==> src/design/mem_bus_macros.svh <==
`ifndef MEM_BUS_MACROS_SVH
`define MEM_BUS_MACROS_SVH

`default_nettype none

// Word address into the block RAM
`define MB_ADDR_W 8

// Bus data word
`define MB_DATA_W 32

// Words held by the block RAM, one per address
`define MB_RAM_DEPTH 256

// Clients sharing the bus, data and instruction fetch
`define MB_CLIENTS 2

`default_nettype wire

`endif

==> src/design/bus_pkg.sv <==
`include "mem_bus_macros.svh"
`default_nettype none

package bus_pkg;

	// Command from the granted client to the RAM
	// Everything is zero while no client is granted
	typedef struct packed {
		logic [`MB_ADDR_W-1:0] addr;  // Word address
		logic [`MB_DATA_W-1:0] wdata; // Write word
		logic                  rd;    // Read strobe
		logic                  wr;    // Write strobe
	} bus_cmd_t;

	// Response broadcast to every client
	typedef struct packed {
		logic [`MB_DATA_W-1:0] rdata; // Zero unless ready
		logic                  ready; // One-cycle completion strobe
	} bus_rsp_t;

endpackage

`default_nettype wire

==> src/design/bus_client_port.sv <==
`include "mem_bus_macros.svh"
`timescale 1ns/10ps
`default_nettype none

module bus_client_port (
	input  wire                   clk,
	input  wire                   rst_n,

	// Client side
	input  wire                   req,       // One-cycle request pulse
	input  wire                   rd_not_wr, // High for a read
	input  wire [`MB_ADDR_W-1:0]  addr,
	input  wire [`MB_DATA_W-1:0]  wdata,
	output logic                  busy,      // Transfer outstanding
	output logic                  done,      // Transfer finished, rdata valid
	output logic [`MB_DATA_W-1:0] rdata,

	// Bus side
	output logic                  bus_req,   // Level until served
	input  wire                   bus_ack,   // Grant from the arbiter
	output bus_pkg::bus_cmd_t     cmd,       // Zero while not granted
	input  wire bus_pkg::bus_rsp_t rsp
);

	import bus_pkg::*;

	bus_cmd_t held_cmd; // Request captured on the req pulse
	logic     pending;  // Waiting for the bus to finish
	logic     accept;   // New request taken this cycle
	logic     finish;   // Ready seen while we own the bus

	// A req pulse while a transfer is outstanding is dropped
	assign accept = req && !pending;

	// The response is broadcast, so only trust ready while granted
	assign finish = pending && bus_ack && rsp.ready;

	always_ff @(posedge clk or negedge rst_n)
	begin
		if (!rst_n)
		begin
			pending <= 1'b0;
			done <= 1'b0;
		end
		else
		begin
			done <= finish; // Pulse in the cycle after ready
			if (finish)
				pending <= 1'b0;
			else if (accept)
				pending <= 1'b1;
		end
	end

	// Holding register, loaded only when a request is accepted
	always_ff @(posedge clk)
	begin
		if (accept)
		begin
			held_cmd.addr <= addr;
			held_cmd.wdata <= wdata;
			held_cmd.rd <= rd_not_wr;
			held_cmd.wr <= !rd_not_wr;
		end
	end

	// Read word returned to the client along with done
	always_ff @(posedge clk)
	begin
		if (finish)
			rdata <= rsp.rdata;
	end

	// Drive the bus only while granted so the commands can be ORed
	always_comb
	begin
		if (pending && bus_ack)
			cmd = held_cmd;
		else
			cmd = '0;
	end

	assign busy = pending;
	assign bus_req = pending; // Same level seen from the bus side

endmodule

`default_nettype wire

==> config.mk <==
export PLATFORM = sky130hd
export DESIGN_NAME = bus_client_port
export DESIGN_NICKNAME = d
export VERILOG_FILES = /design/src/design/bus_pkg.sv /design/src/design/bus_client_port.sv
export VERILOG_INCLUDE_DIRS = /design/src /design/src/design
export SDC_FILE = /design/constraint.sdc
export NUM_CORES = 1
export LEC_CHECK = 0
export BUFFER_PORTS_ARGS = -buffer_cell sky130_fd_sc_hd__buf_2
export CORE_ASPECT_RATIO = 1.25
export CORE_MARGIN = 5
export CORE_UTILIZATION = 39
export DETAILED_ROUTE_END_ITERATION = 8
export PLACE_DENSITY = 0.88
export SLEW_MARGIN = 20
export SYNTH_ARGS = -nofsm -noshare
export SYNTH_HDL_FRONTEND = slang
export SYNTH_SLANG_ARGS = --single-unit
==> constraint.sdc <==
create_clock -name clk -period 2.9 [get_ports clk]
set_input_delay 0.58 -clock clk [delete_from_list [all_inputs] [get_ports clk]]
set_output_delay 0.58 -clock clk [all_outputs]
set_load 0.02 [all_outputs]
# After elaboration in Yosys (flattened, before gate mapping)
# Cells that the tools add are included.
[word_totals]
ff_bits = 76
[classes]
muxes = 3
reduce_logical = 6
[ops]
columns = ["operator", "count"]
rows = [
  ["42-bit two-way mux", 1],
  ["1-bit logical AND", 3],
  ["1-bit logical NOT", 2],
  ["1-bit two-way mux", 2],
  ["2-bit nonzero test", 1],
]

# Longest topological paths before layout
# Gate-level depths: netlist of the first run.
[logic_depth]
depth_word = 4
ltp_mapped = 3
ltp_nobuf = 2

# Worst setup path after synthesis of the first run
# Ideal clock, no wire load.
[synth_timing]
path_type = "input to register"
startpoint = "input req"
endpoint = "register held_cmd[0] (netlist name) (enable)"
setup_time_ns = 0.446
arrival_time_ns = 2.455
t_required_ns = 2.454
path_slack_ns = 0.000
cell_stages = 1
n_path_buf = 0
path_cell_list = "nor2b_1"
[synth_via]
elab_chain_cells = 1
[synth_lines]
columns = ["element", "line_no", "text"]
rows = [
  ["from (decl)", "bus_client_port.sv:10", "input wire req,"],
  ["1-bit logical AND", "bus_client_port.sv:33", "assign accept = req && !pending;"],
  ["to (decl)", "bus_client_port.sv:27", "bus_cmd_t held_cmd;"],
]
# No other way between the ends.
# A chain may end at the register's enable or synchronous reset.

==> results of run 1 <==
-- cells in the final DEF, fill, tap and decap left out, types with 2 or more instances in the layout --
master and count:
clkinvlp_4 2, buf_2 154, nor2_1 2, clkinv_2 2, edfxtp_1 74, and3_1 43, clkinv_1 2, clkbuf_8 9
-- worst max-delay path, stage by stage, from the launching register on --
cell and delay (ns):
dfrtp_2 0.76, and3_1 0.27, buf_2 0.18
-- repair_timing --
item | 4_1_cts | 5_1_grt
endpoints found under the hold margin | 2 | 0
hold buffers | 1 | 0
gates resized for setup | 0 | 0
buffers inserted | 0 | 0
-- worst max-delay path by stage --
| stage | from | to | slack (ns) | cells after the start |
|---|---|---|---|---|
| floorplan | req | held_cmd[0] | 0.78 | 1 |
| global placement | bus_req | cmd[7] | 0.86 | 2 |
| detailed placement | bus_req | cmd[35] | 0.79 | 2 |
| CTS | bus_req | cmd[35] | 0.41 | 2 |
| global route | bus_req | cmd[41] | 0.68 | 2 |
| finish | bus_req | cmd[41] | 0.78 | 2 |
-- sequential cells by signal, summed over array words and instances, names as in the netlist --
name and count:
done 1, rdata 32, held_cmd 42, bus_req 1
-- per-stage QoR --
step | utilization, % | cells
6_report | 55.8 | 382
5_1_grt | 55.8 | 382
4_1_cts | 55.8 | 382
3_5_place_dp | 53.2 | 366
3_3_place_gp | 53.2 | 366
2_1_floorplan | - | 132
-- report_power, final --
part           switching [mW]  internal [mW]  leakage (nW)
clock network           0.359          0.297        0.0760
registers              0.0260           1.27         0.707
logic                   0.155          0.100         0.917
-- final cells by class --
cell class | instances | area (um^2)
Sequential cell | 76 | 2270
Fill cell | 531 | 2880
Clock buffer | 9 | 124
Clock inverter | 6 | 32.5
Tap cell | 87 | 109
Inverter | 1 | 3.75
Timing Repair Buffer | 157 | 808
Multi-Input combinational cell | 46 | 290
-- kinds of logic after synthesis --
group	share of synthesized area (%)
buffers and inverters	1.97
AND/OR/NAND/NOR	10.9
flip-flops	87.2
-- routing by layer --
layer	up-vias	track usage [%]
met1	817	14.7
met2	113	24.4
li1	824	-
met5	-	0
met3	12	8.62
met4	4	6.42
==> results.toml, run 1 <==
[status]
run_status = "finished clean"

[routing]
wl_met3_um = 793
via_per_inst = 4.63
num_vias = 1770
routed_wl_mm = 6.08
wl_met1_mm = 2.17
route.met2.wl_mm = 3.01
route.detailed.drc = 0
wire_per_inst_um = 15.9
drt_pre_antenna_iters = 4
antenna_left = 0
drt_iter0_markers = 94
top_layer = "met5"

[run]
drv_cap = 0

[timing]
finalHoldViolations = 0
final.setup.tns_ns = 0
setup_violations = 0
slew_headroom_pct = 59.8
fmax_mhz = 472
layout_setup_ws_ns = 0.781
timing.hold.ws_ns = 0.410
worst_slew_pin_slew_ns = 0.604
period_share_pct = 73.1
rsz0062_at_grt = "false"
clock-skew-final_ns = 0.00892
fin_crit_ns = 2.12
maxSlewViolCount = 0

[floorplan]
dieArea_mm2 = 0.00843
start_util_pct = 40.0
die_x_um = 83.1
num_rows = 33
die_h_um = 101
num_io_pins = 155
core_mm2 = 0.00652

[final_layout]
layout-drive-gt1-share_pct = 58.0
syn_to_final_growth_pct = 39.7
fin_area_mm2 = 0.00364
diodes = 0
final_nets = 369

[min_path]
worstHoldPathCells = 1
holdCritStartpoint = "wdata[27]"
hold_end = "held_cmd[29]"
hp-class = "in -> reg"

[synth]
async_reset_ff_share_pct = 2.63
synth-seq-area-share_pct = 87.2
syn_area_per_cell_um2 = 19.7
ys.flop_type = "edfxtp_1"
syn_nets = 210
ys_ff_latch = 76
synth.largest_area_cell = "edfxtp_1"
syn-cell-area_mm2 = 0.00261
synth_edf_count = 74
synth.most_common_cell = "edfxtp_1"
yosysWarningCount = 0
yosys.cell_types.count = 9
synth.top_cell.area_share_pct = 85.3
synth_commonest_cells = "edfxtp_1 (74), and3_1 (43), buf_2 (5)"
syn_inst = 132
synth_area_leaders = "edfxtp_1 (85%), and3_1 (10%), dfrtp_1 (1.9%)"

[clock_tree]
cts_inserted_buffers = 9
cts_buffer_depth = 2
insertion_delay_ns = 0.34
path_clk_slew_ns = 0.08
ctsRootBufferMaster = "clkbuf_8"
htreeDepth = 3
cts_tree = "done"
clock_sinks = 76

[worst_setup_path]
r2r_setup_slack_ns = 1.15
critical_path_arrival_ns = 1.54
critPathLaunchType = "flip-flop"
crit_fanout = 47
r2r_start = "bus_req"
worstSetupPathType = "reg -> out"
reg2reg_depth = 2
critPathCaptureType = "output port"
required_ns = 2.32
worstReg2RegEnd = "rdata[21]"

[power_and_ir_drop]
ir_worst_vdd_v = 0.000375
power_mw = 2.20
powerDensity_mw_per_mm2 = 605
p_leak_nw = 1.70

[global_route]
grt_pass1_wl_mm = 9.35
first_global_vias = 1947
grt.overflow.total = 0
antenna_found_initial = 2
grt_start_max_net_pins = 48
grt_usage_pct = 14.5

[placement]
portBuffers = 154
gp_congestion = 0.784
dp_slack_ns = 0.789
postPlaceCellArea_mm2 = 0.00347
dp_hpwl_mm = 4.52
Power figures use the tool's default switching activity.
==> inputs of run 2 (changes only) <==
Settings changed: CORE_UTILIZATION 39 to 43, PLACE_DENSITY 0.88 to 0.91.
Clock period 2.9 ns to 2.2 ns, I/O delays scaled along.
==> run 2 against run 1 <==
  * Non-clock buffer count rose by 3
  * Flip-flop and latch count did not move
  * Register-to-register slack worse by 0.50 ns
  * Core utilization is 7.8 points higher
  * Clock power rose by 71%
==> results.toml, run 2 (same netlist as run 1, synthesis figures left out) <==
[min_path]
worstHoldPathCells = 1
holdCritStartpoint = "wdata[22]"
hp-class = "in -> reg"
hold_end = "held_cmd[24]"

[worst_setup_path]
r2r_setup_slack_ns = 0.65
required_ns = 1.76
max_stage_delay_ns = 0.33
reg2reg_depth = 3
critPathCaptureType = "output port"
critical_path_arrival_ns = 1.41
worstSetupPathType = "reg -> out"
cp_slowest_cell = "buf_4"
startpoint = "bus_req"
path_cells = "buf_4, and3_1, buf_2"
worstReg2RegEnd = "rdata[28]"
cp.buffers_inverters = 2
r2r_start = "bus_req"
path_delay_family = "buffers and inverters"
crit_fanout = 47
critPathLaunchType = "flip-flop"

[final_layout]
instances_no_fill = 381
reg_top3 = "held_cmd x42, rdata x32"
multi_input_area_um2 = 290
fin_area_mm2 = 0.00373
layout_common_cells = "buf_2 (154), edfxtp_1 (74), and3_1 (43), clkbuf_8 (9), buf_4 (3)"
n_fill_cell = 421
utilization_pct = 63.6
final_nets = 372
syn_to_final_growth_pct = 43.0
layout-drive-gt1-share_pct = 58.2
final_common_cell = "buf_2"
regMostFlops = "held_cmd"
largest_reg_flops = 42
seqCellArea_mm2 = 0.00227
diodes = 0

[clock_tree]
cts_tree = "done"
cts_buffer_depth = 2
insertion_delay_ns = 0.34
clock_sinks = 76
cts_resized = 0
cts_inserted_buffers = 9
htreeDepth = 3
ctsRootBufferMaster = "clkbuf_8"
path_clk_slew_ns = 0.08

[floorplan]
num_rows = 31
num_io_pins = 155
core_mm2 = 0.00586
dieArea_mm2 = 0.00773
die_x_um = 79.6
die_h_um = 97.0
start_util_pct = 44.5

[global_route]
grt_pass1_wl_mm = 8.93
grt_start_max_net_pins = 48
first_global_vias = 1823
antenna_found_initial = 1
grt.overflow.total = 0
grt_usage_pct = 15.5

[power_and_ir_drop]
p_clk_share_pct = 35.3
p_sw_share_pct = 22.9
power_mw = 3.17
powerDensity_mw_per_mm2 = 850
combinationalPowerShare_pct = 11.6
internal-power_mw = 2.44
p_leak_nw = 1.74
seq_power_share_pct = 53.2
power_switching_mw = 0.726
ir_worst_vdd_v = 0.000682

[placement]
postPlaceCellArea_mm2 = 0.00350
dp_hpwl_mm = 4.50
portBuffers = 154
gp_congestion = 0.699
dp.cells = 364
dp_slack_ns = 0.546

[timing]
fmax_mhz = 542
slew_headroom_pct = 76.2
timing.hold.ws_ns = 0.272
clock-skew-final_ns = 0.00499
period_share_pct = 83.9
worst_slew_pin_slew_ns = 0.358
rsz0062_at_grt = "false"
final.setup.tns_ns = 0
setup_violations = 0
layout_setup_ws_ns = 0.354
fin_crit_ns = 1.85
finalHoldViolations = 0
maxSlewViolCount = 0

[routing]
antenna_left = 0
drt_iter0_markers = 81
via_per_inst = 4.68
drt_pre_antenna_iters = 4
routed_wl_mm = 6.01
wire_per_inst_um = 15.8
num_vias = 1783
route.detailed.drc = 0

[status]
run_status = "finished clean"

[run]
drv_cap = 0
run 2: power groups by stage:
stage	clock network (mW)	registers [mW]	logic [mW]
after detailed placement	0	1.72	0.367
after floorplan	0	1.76	0.155
after CTS	1.14	1.69	0.369
after global placement	0	1.71	0.355
final	1.12	1.68	0.367
after global routing	1.20	1.69	0.394
run 2: worst max path at each step:
stage | cells after the start | slack [ns] | to
after floorplan | 1 | 0.12 | held_cmd[0]
after global placement | 4 | 0.58 | cmd[5]
after detailed placement | 4 | 0.55 | cmd[5]
after CTS | 3 | 0.35 | cmd[33]
after global routing | 3 | 0.25 | cmd[38]
final | 3 | 0.35 | cmd[33]
run 2: area by class of cell:
cell class | instances | share of cell area, %
flip-flops and latches | 76 | 61.0
multi-input cells | 46 | 7.79
repair buffers | 160 | 22.6
clock buffers | 9 | 3.32
inverters | 1 | 0.101
clock inverters | 7 | 2.45
well taps | 82 | 2.75
run 2: metal layers:
metal  GRT usage [%]  vias to the layer above  share of wire [%]
met5               0                        -               0.12
met4            5.95                        2                1.2
met3            8.36                        8                 13
met2            24.8                      117                 48
met1            17.0                      823                 37
li1                -                      833                  -
run 2: timing repair:
| item | in CTS | in global routing |
|---|---|---|
| endpoints found under the hold margin | 2 | 0 |
| buffers inserted | 0 | 0 |
| hold buffers | 1 | 0 |
| setup endpoints to repair | 0 | 0 |
