## config.mk

```make
export PLATFORM = sky130hd
export DESIGN_NAME = bus_arbiter
export DESIGN_NICKNAME = d
export VERILOG_FILES = /design/src/design/bus_pkg.sv /design/src/design/client_pkg.sv /design/src/design/bus_arbiter.sv
export VERILOG_INCLUDE_DIRS = /design/src /design/src/design
export SDC_FILE = /design/constraint.sdc
export NUM_CORES = 1
export LEC_CHECK = 0
export BUFFER_PORTS_ARGS = -buffer_cell sky130_fd_sc_hd__buf_2
export CAP_MARGIN = 20
export CORE_MARGIN = 2
export CORE_UTILIZATION = 15
export DETAILED_ROUTE_END_ITERATION = 8
export GPL_ROUTABILITY_DRIVEN = 0
export PLACE_DENSITY_LB_ADDON = 0.05
export SLEW_MARGIN = 5
export SYNTH_ARGS = -nofsm -noshare
export SYNTH_HDL_FRONTEND = slang
export SYNTH_SLANG_ARGS = --single-unit
```

## constraint.sdc

```tcl
create_clock -name clk -period 1 [get_ports clk]
set_input_delay 0 -clock clk [delete_from_list [all_inputs] [get_ports clk]]
set_output_delay 0 -clock clk [all_outputs]
set_load 0.03 [all_outputs]
```

## src/design/mem_bus_macros.svh

```systemverilog
`ifndef MEM_BUS_MACROS_SVH
`define MEM_BUS_MACROS_SVH

`default_nettype none

// Word address into the block RAM
`define MB_ADDR_W 8

// Bus data word
`define MB_DATA_W 32

// Words held by the block RAM, one per address
`define MB_RAM_DEPTH 256

// Clients sharing the bus, data and instruction fetch
`define MB_CLIENTS 2

`default_nettype wire

`endif

```

## src/design/bus_pkg.sv

```systemverilog
`include "mem_bus_macros.svh"
`default_nettype none

package bus_pkg;

	// Command from the granted client to the RAM
	// Everything is zero while no client is granted
	typedef struct packed {
		logic [`MB_ADDR_W-1:0] addr;  // Word address
		logic [`MB_DATA_W-1:0] wdata; // Write word
		logic                  rd;    // Read strobe
		logic                  wr;    // Write strobe
	} bus_cmd_t;

	// Response broadcast to every client
	typedef struct packed {
		logic [`MB_DATA_W-1:0] rdata; // Zero unless ready
		logic                  ready; // One-cycle completion strobe
	} bus_rsp_t;

endpackage

`default_nettype wire

```

## src/design/client_pkg.sv

```systemverilog
`include "mem_bus_macros.svh"
`default_nettype none

package client_pkg;

	// Bus client identity, lower value wins arbitration
	typedef enum logic [0:0] {
		CLIENT_DATA = 1'b0, // Load and store traffic
		CLIENT_INST = 1'b1  // Instruction fetch, reads only
	} client_id_e;

	// One bit per client for requests and grants
	typedef logic [`MB_CLIENTS-1:0] grant_vec_t;

endpackage

`default_nettype wire

```

## src/design/bus_arbiter.sv

```systemverilog
`include "mem_bus_macros.svh"
`timescale 1ns/10ps
`default_nettype none

module bus_arbiter (
	input  wire                      clk,
	input  wire                      rst_n,

	// Per-client request levels and grants
	input  wire client_pkg::grant_vec_t bus_req,
	output client_pkg::grant_vec_t   bus_ack,

	// Client commands, zero when not granted
	input  wire bus_pkg::bus_cmd_t   cmd_data,
	input  wire bus_pkg::bus_cmd_t   cmd_inst,

	// Combined command to the RAM and its completion strobe
	output bus_pkg::bus_cmd_t        cmd,
	input  wire                      ready
);

	import client_pkg::*;

	grant_vec_t grant_q; // One-hot owner, zero when the bus is free
	grant_vec_t pick;    // Winner among the current requests
	logic       held;    // Some client owns the bus

	// Fixed priority, the data client goes first
	always_comb
	begin
		pick = '0;
		if (bus_req[CLIENT_DATA])
			pick[CLIENT_DATA] = 1'b1;
		else if (bus_req[CLIENT_INST])
			pick[CLIENT_INST] = 1'b1;
	end

	assign held = |grant_q;

	// Grant is taken only from a free bus and kept until ready
	always_ff @(posedge clk or negedge rst_n)
	begin
		if (!rst_n)
			grant_q <= '0;
		else if (held)
		begin
			if (ready)
				grant_q <= '0; // Owner drops bus_req on this edge too
		end
		else
			grant_q <= pick;
	end

	assign bus_ack = grant_q;

	// Ungranted clients drive zero, so OR picks out the owner
	assign cmd = cmd_data | cmd_inst;

endmodule

`default_nettype wire

```

# Word level (Yosys, flattened, before mapping)
# Index checks and enable logic that the tools add are counted.
classes:
  eq_ne: 1
  n_mux: 5
  bitwise: 1
  reduce_logical: 1
ops:
  columns: ["cell", "count"]
  rows:
  - ["bitwise OR 42 bit", 1]
  - ["2-to-1 mux 2 bit", 2]
  - ["2-to-1 mux 1 bit", 3]
  - ["!= test 2 bit, second input constant", 1]
  - ["OR reduction 2 bit", 1]
word_totals:
  reg_bits: 2
  in_bits: 89
  output_inout_bits: 44
  elab_cells: 9

# Longest topological paths before layout
# Gate-level depths: netlist of the first run.
logic_depth:
  ltp_word: 3
  depth_mapped: 2
  mapped_depth_nobuf: 2

# Worst setup path before layout of the first run
# Ideal clock, no wire load.
synth_path:
  path_type: "register to register"
  start: "reg grant_q[1] (netlist: bus_ack[1])"
  end: "reg grant_q[1] (netlist: bus_ack[1])"
  setup_time_ps: 122
  arrival_ps: 854
  required_ps: 878
  slack_ps: 24
  stages_incl_launch_ff: 3
  n_path_buf: 0
  synth_period_minus_slack_ps: 976
  path_cell_list: "dfrtp_1 nor2_1 a32o_1"
synth_via:
  elab_chain_cells: 2
  word_cells_on_any_way: 3
  classes_between: "eq/ne: 1; mux: 1; reduce/logical: 1"
synth_lines:
  columns: ["item", "line", "text"]
  rows:
  - ["from (decl)", "bus_arbiter.sv:24", "grant_vec_t grant_q;"]
  - ["from (signal assigned)", "bus_arbiter.sv:51", "grant_q <= pick;"]
  - ["OR reduction 2 bit (*)", "bus_arbiter.sv:38", "assign held = |grant_q;"]
  - ["!= test 2 bit (no source line) or 2-to-1 mux 2 bit (tied branches)", null, null]
# Mark *: on every way between the ends. The rest lies on a longest branch, timed or not.
# A chain may end at the register's enable or synchronous reset.

# Worst setup path in the final report of the first run
layout_path:
  start: "reg grant_q[0] (netlist: bus_ack[0])"
  end: "out bus_ack[0]"
layout_rtl:
  columns: ["item", "line", "text"]
  rows:
  - ["to (decl)", "bus_arbiter.sv:11", "output client_pkg::grant_vec_t bus_ack,"]
# No word-level cell between the ends.

==> results.tsv, run 1 <==
metric	value	unit
fill count	234	
asr flop ratio synth	100	%
boundary pin count	133	
GRT overflow	0	
mux contribution to synthesized area	0	%
Port Buffers	132	
Net Sw Frac	43.0	%
Sum Neg Setup Slack	0	ns
Starting Density	15.7	%
Crit. End Element	primary output	
Tcrit/Tclk final	78.3	%
Syn Area/Cell	7.02	um^2
register share of total power	12.7	%
largest family of logic cells by synthesized area	simple AND/OR/NAND/NOR gates	
CTS tree	built	
CP peak stage delay	0.38	ns
Critical path buffers and inverters	1	
CTS Hold Buffers Added	1	
Routed Antenna Nets	0	
post-synthesis cell type count	6	
Post-Syn Nets	138	
final wirelength	1890	um
Max VDD drop	0.547	mV
EDFF count, synth	0	
Compound-Gate Fraction of Synth Area	5.82	%
Std-Cell Core Area	2190	um^2
XOR/XNOR share of the synthesized area	0	%
initial antenna violation count	0	
R2R setup slack	0.23	ns
largest area contributor in the netlist	or2_2	
CTS clock-pin slew for the worst setup and hold paths	0.03	ns
Pre-Repair DR Iteration Count	1	
Ant. Diodes	0	
post-DR vias/cell	3.93	
nets	276	
Switch Pwr	0.373	mW
crit path kind	flop to primary output	
Resized Gates After CTS	0	
Synth Cell Area	344	um^2
Slew HR	89.0	%
Logic pwr share	66.9	%
Rows	17	
Int Power	0.494	mW
critical path, cell by cell	buf_2	
residual DRC count	0	
CTS root buffer	clkbuf_4	
worst endpoint required time	1.00	ns
register area share after synthesis	14.5	%
Area Growth Syn to Fin	212	%
Setup crit start kind	flop	
H-tree depth	1	
outcome	finished clean	
Die ar.	2690	um^2
most common cell in the synthesized netlist	or2_2	
Post-Synth Adder-Cell Area	0	%
Leak Pwr	0.649	nW
top-area cell type share of the netlist area	76.4	%
worst path arrival time	0.78	ns
Final Hold Vio Count	0	
post-synthesis register bit count	2	
RSZ-0062 raised after global routing	false	
CTS Buffer Depth	2	
hold slack	0.0282	ns
first-pass GRT wire length	2490	um
Ys Warns	0	
Hold WC Path Type	primary input to flop	
Sink Count	2	
fmax	1280	MHz
top area cells in the synthesized netlist	or2_2 76%, dfrtp_1 15%, a22o_2 2.9%	
pwr/cell area	808	nW/um^2
Clock Skews	0.000956	ns
vias in the first global route	723	
max_cap viols	0	
CP top delay family	flip-flops	
wire per inst	8.87	um
max FFs per register	2	
Die W	51.9	um
top_reg_cell synth	dfrtp_1	
gr usage total	12.2	%
Overall Power	0.866	mW
die boundary height	51.9	um
slowest cell on the critical path	dfrtp_1	
largest net degree at the start of global routing	4	
Placement Setup Slack	0.226	ns
Slew @ Worst Pin	0.166	ns
Clock power frac	20.4	%
setup violators final	0	
commonest cells in the netlist	42 x or2_2, 2 x dfrtp_1, 2 x inv_1	
Final Max Slew Viols	0	
minimum clock period	0.783	ns
Synth Instances	49	
share of post-route cells with drive strength above 1	96.2	%
drt initial violations	0	
via count	838	
post-CTS setup buffers	0	
Num CTS Buffers	3	
worst skew pair latency	0.22	ns
Worst Setup Slack, final	0.217	ns
crit-path max FO	3	
dpl hpwl	1820	um
simple-gate area share of the yosys netlist	77.5	%
## placed cells by master, fill, tap and decap left out
cell	count
a22o_2	1
a32o_1	1
buf_2	132
clkbuf_4	3
dfrtp_1	2
dlygate4sd3_1	1
inv_1	2
nor2_1	1
or2_2	42
## metrics by stage
stage                     area (um^2)  cells  util, %
final                            1070    213     48.9
after CTS                        1070    213     48.9
after floorplan                   344     49        -
after detailed placement         1040    209     47.5
after global routing             1070    213     48.9
after global placement           1040    209     47.5
## per-layer routing
| layer | global-route usage, % | part of all wire (%) |
|---|---|---|
| met2 | 28.3 | 58 |
| met3 | 2.59 | 17 |
| met1 | 7.88 | 24 |
| met4 | 6.58 | 0.69 |
| met5 | 0 | 0 |
## path summary, 6_finish.rpt
kind	endpoint	cells past startpoint	from
max in group asynchronous	bus_ack[1]	2	rst_n
hold / removal	bus_ack[0]	2	bus_req[0]
hold reg to reg	bus_ack[1]	1	bus_ack[1]
setup / recovery	bus_ack[0]	1	bus_ack[0]
setup reg to reg	bus_ack[1]	2	bus_ack[0]
min in group asynchronous	bus_ack[0]	2	rst_n
## cells by family (layout without fill, tap and decap cells)
| logic type | after synthesis | in the layout |
|---|---|---|
| and+or+nand+nor | 43 | 43 |
| AOI/OAI and AO/OA | 2 | 2 |
| DFF | 2 | 2 |
| buffers and inverters | 2 | 138 |
## layout make-up
type | count | area (um^2) | share of cell area (%)
sequential | 2 | 50.0 | 4.67
inverter | 2 | 7.51 | 0.700
multi-input combinational | 45 | 287 | 26.7
tap | 28 | 35.0 | 3.27
clock buffer | 3 | 22.5 | 2.10
timing repair buffer | 133 | 671 | 62.5
## power groups by stage
stage	registers (mW)	logic, mW	clock network (mW)
floorplan	0.146	0.294	0
global placement	0.110	0.575	0
detailed placement	0.111	0.584	0
CTS	0.111	0.587	0.192
global route	0.113	0.625	0.189
finish	0.110	0.579	0.177
No activity file was read; power rests on OpenSTA's default activity.
==> run 2: changes to the inputs <==
clock period = 0.8 ns   (was 1 ns; I/O delays follow)
==> results.tsv, run 2 (same netlist as run 1, synthesis figures left out) <==
metric	value	unit
nets	276	
worst endpoint required time	0.80	ns
Clock power frac	19.7	%
die boundary height	51.9	um
CTS Buffer Depth	2	
Reg area	52.6	um^2
Final Hold Vio Count	0	
Leak Pwr	0.650	nW
Sink Count	2	
Ant. Diodes	0	
CP top delay family	flip-flops	
CTS tree	built	
Clock Skews	0.00117	ns
most frequent cells in the layout	130 x buf_2, 42 x or2_2, 3 x clkbuf_4	
worst r2r dst	bus_ack[1]	
final wirelength	2040	um
fill count	238	
H-tree depth	1	
WHS Path Cells	2	
CTS root buffer	clkbuf_4	
Crit. End Element	primary output	
initial antenna violation count	0	
critical path, cell by cell	buf_6	
Rows	17	
R2R depth	2	
worst path arrival time	0.79	ns
register share of total power	13.6	%
dpl hpwl	1930	um
gr usage total	13.2	%
placed insts	209	
boundary pin count	133	
setup violators final	0	
largest net degree at the start of global routing	4	
max_cap viols	0	
vias in the first global route	717	
Placement Setup Slack	0.0327	ns
Switch Pwr	0.479	mW
Tcrit/Tclk final	98.2	%
crit path kind	flop to primary output	
slowest cell on the critical path	dfrtp_2	
CTS clock-pin slew for the worst setup and hold paths	0.03	ns
post-CTS setup buffers	0	
drt initial violations	3	
wire per inst	9.57	um
GRT overflow	0	
Critical path buffers and inverters	1	
Multi-input gate area	289	um^2
CP peak stage delay	0.42	ns
Routed Antenna Nets	0	
crit-path max FO	3	
minimum clock period	0.786	ns
worst skew pair latency	0.22	ns
Setup crit start kind	flop	
pwr/cell area	1040	nW/um^2
Post-DP Area	1040	um^2
outcome	finished clean	
Net Sw Frac	42.4	%
residual DRC count	0	
Std-Cell Core Area	2190	um^2
Slew HR	89.1	%
Logic pwr share	66.8	%
hold_sp	bus_req[0]	
fmax	1270	MHz
Pre-Repair DR Iteration Count	3	
Starting Density	15.7	%
Worst Setup Slack, final	0.0143	ns
Finished Layout Cells	213	
Hold WC Path Type	primary input to flop	
Final Max Slew Viols	0	
via count	828	
first-pass GRT wire length	2630	um
max FFs per register	2	
hold endpoint	bus_ack[0]	
RSZ-0062 raised after global routing	true	
Die W	51.9	um
most common cell after layout, fill and taps aside	buf_2	
Port Buffers	132	
share of post-route cells with drive strength above 1	97.8	%
Int Power	0.650	mW
post-route cell area	1090	um^2
R2R setup slack	0.02	ns
Max VDD drop	0.595	mV
Area Growth Syn to Fin	217	%
reg-to-reg critical path startpoint	bus_ack[1]	
Die ar.	2690	um^2
post-DR vias/cell	3.89	
Num CTS Buffers	3	
Slew @ Worst Pin	0.165	ns
[run 2: changes by cell type in the layout (fill, tap and decap cells not counted)]
cell     change
nor2_1       -1
dfrtp_1      -2
buf_2        -2
nor2_2       +1
dfrtp_2      +2
buf_6        +2
[run 2: through the flow]
stage	setup TNS [ns]	hold slack, ns	power, mW	utilization [%]
global route	-0.0351	0.0268	1.22	49.7
global placement	0	-0.216	0.867	47.7
CTS	0	0.0187	1.15	49.7
detailed placement	0	-0.210	0.880	47.7
floorplan	-0.0943	-0.296	0.561	-
finish	0	0.0293	1.13	49.7
[run 2: what timing repair did]
item | in CTS | in global routing
hold buffers | 1 | 0
endpoints found under the setup margin | 2 | 3
hold endpoints to repair | 2 | 0
resized for setup | 4 | 0
cloned | 0 | 0
[run 2: power by group through the flow]
stage                     clock network [mW]  logic [mW]  registers [mW]
after global placement                     0       0.722           0.145
after detailed placement                   0       0.731           0.148
after CTS                              0.239       0.762           0.153
after floorplan                            0       0.370           0.191
after global routing                   0.258       0.809           0.155
final                                  0.222       0.754           0.153
[run 2: final cells by class]
cell class,count,area share (%)
flip-flops and latches,2,4.82
clock buffers,3,2.07
repair buffers,133,62.7
well taps,28,3.21
multi-input cells,45,26.5
inverters,2,0.689
[run 2: worst max-delay path by stage]
stage | start | end | slack (ns) | depth (start not counted)
finish | bus_ack[1] | bus_ack[1] | 0.01 | 1
global route | bus_ack[0] | bus_ack[1] | -0.02 | 2
CTS | bus_ack[1] | bus_ack[1] | 0.004 | 1
detailed placement | bus_ack[1] | bus_ack[1] | 0.03 | 2
global placement | bus_ack[0] | bus_ack[1] | 0.06 | 2
floorplan | bus_ack[0] | bus_ack[1] | -0.06 | 2
[run 2: metal layers]
metal | track usage (%) | wire length (um)
met5 | 0 | 0
met4 | 6.58 | 0
met3 | 4.89 | 328
met2 | 27.4 | 1190
met1 | 9.97 | 524
==> run 3: changes to the inputs <==
CORE_AREA = 2 2 51 53   (was default)
CORE_MARGIN = default   (was 2)
CORE_UTILIZATION = default   (was 15)
CTS_BUF_LIST = sky130_fd_sc_hd__clkbuf_4 sky130_fd_sc_hd__clkbuf_8   (was default)
DIE_AREA = 0 0 53 55   (was default)
REMOVE_ABC_BUFFERS = 1   (was default)
==> results.tsv, run 3 (same netlist as run 1, synthesis figures left out) <==
metric	value	unit
initial antenna violation count	0	
Rows	18	
outcome	finished clean	
CTS Buffer Depth	2	
R2R depth	2	
critical path, cell by cell	nor2_2 > a32o_1	
R2R setup slack	0.02	ns
wire per inst	8.52	um
Die ar.	2920	um^2
Ant. Diodes	0	
Setup crit start kind	flop	
Port Buffers	132	
Final Hold Vio Count	0	
share of post-route cells with drive strength above 1	96.8	%
placed insts	211	
fmax	1280	MHz
reg-to-reg critical path startpoint	bus_ack[0]	
Max VDD drop	0.715	mV
Pre-Repair DR Iteration Count	4	
CP top delay family	flip-flops	
slowest cell on the critical path	dfrtp_1	
worst skew pair latency	0.22	ns
Num CTS Buffers	3	
Crit. End Element	flop	
worst path arrival time	0.89	ns
largest net degree at the start of global routing	4	
Sum Neg Setup Slack	0	ns
nets	276	
most frequent cells in the layout	130 x buf_2, 42 x or2_2, 3 x clkbuf_4	
boundary pin count	133	
max FFs per register	2	
Slew HR	89.2	%
Sink Count	2	
residual DRC count	0	
worst r2r dst	bus_ack[1]	
max_cap viols	0	
end of the critical path	bus_ack[1]	
WP depth	2	
CTS root buffer	clkbuf_4	
H-tree depth	1	
gr usage total	9.13	%
crit path kind	flop to flop	
pwr/cell area	1030	nW/um^2
vias in the first global route	554	
CTS clock-pin slew for the worst setup and hold paths	0.03	ns
crit-path max FO	3	
first-pass GRT wire length	1980	um
Critical path buffers and inverters	0	
Hold WC Path Type	primary input to flop	
drt initial violations	4	
CP peak stage delay	0.38	ns
Std-Cell Core Area	2360	um^2
Critical Path Source	bus_ack[0]	
Finished Layout Cells	215	
minimum clock period	0.783	ns
RSZ-0062 raised after global routing	true	
GRT overflow	0	
setup violators final	0	
CTS tree	built	
Starting Density	14.6	%
Die W	53	um
Slew @ Worst Pin	0.163	ns
post-DR vias/cell	3.77	
die boundary height	55	um
Routed Antenna Nets	0	
Final Max Slew Viols	0	
via count	810	
worst endpoint required time	0.90	ns
Leak Pwr	0.652	nW
Area Growth Syn to Fin	217	%
Clock Skews	0.00456	ns
most common cell after layout, fill and taps aside	buf_2	
final wirelength	1830	um
Tcrit/Tclk final	97.9	%
fill count	248	
run 3: cell types whose count changed in the layout (fill, tap and decap cells not counted):
cell and delta:
dfrtp_2 -2, dfrtp_1 +2
run 3: worst min-delay path by stage:
| stage | from | end | slack [ns] | depth (start not counted) |
|---|---|---|---|---|
| after global placement | rst_n | bus_ack[1] | -0.21 | 1 |
| after global routing | bus_req[0] | bus_ack[0] | 0.02 | 2 |
| after CTS | bus_req[0] | bus_ack[0] | 0.01 | 2 |
| final | bus_req[0] | bus_ack[0] | 0.02 | 2 |
| after detailed placement | rst_n | bus_ack[1] | -0.21 | 1 |
| after floorplan | rst_n | bus_ack[0] | -0.30 | 0 |
run 3: timing repair:
action                                  CTS  global route
resized for setup                         1             5
endpoints found under the setup margin    1             3
setup buffers                             0             0
endpoints found under the hold margin     2             0
hold buffers                              1             0
cloned                                    0             0
pin swaps                                 0             2
run 3: layout make-up:
cell class	count	area, um^2	area share [%]
Multi-Input combinational cell	45	289	26.5
Inverter	2	7.51	0.689
Clock buffer	3	22.5	2.07
Timing Repair Buffer	133	683	62.7
Sequential cell	2	50.0	4.59
Tap cell	30	37.5	3.44
run 3: stage by stage:
stage	instance area [um^2]	utilization, %	setup WS, ns	hold slack (ns)	power, mW
final	1090	46.1	0.0166	0.0164	1.12
after global routing	1090	46.1	-0.0118	0.0179	1.20
after CTS	1080	45.6	0.0000392	0.0106	1.11
after detailed placement	1040	44.1	0.0134	-0.213	0.863
after global placement	1040	44.1	0.0421	-0.213	0.856
after floorplan	344	-	-0.176	-0.296	0.549
run 3: per-layer routing:
metal	global-route usage, %	wire, um	vias up	share of wire, %
met3	2.96	296	0	16
met2	21.0	1110	65	61
li1	-	-	423	-
met1	6.30	424	322	23
met5	0	0	-	0
met4	3.85	0	0	0
run 3: report_power, final:
group | internal [mW] | total [mW] | switching, mW
Clock | 0.166 | 0.223 | 0.0578
Sequential | 0.123 | 0.149 | 0.0254
Combinational | 0.356 | 0.748 | 0.392
Total | 0.645 | 1.12 | 0.475
run 3: worst register-to-register path: cells and delay by family (launching register included):
kind / cells / cell delay, ns
compound gates: 1 / 0.21
simple gates: 1 / 0.06
flops: 1 / 0.38
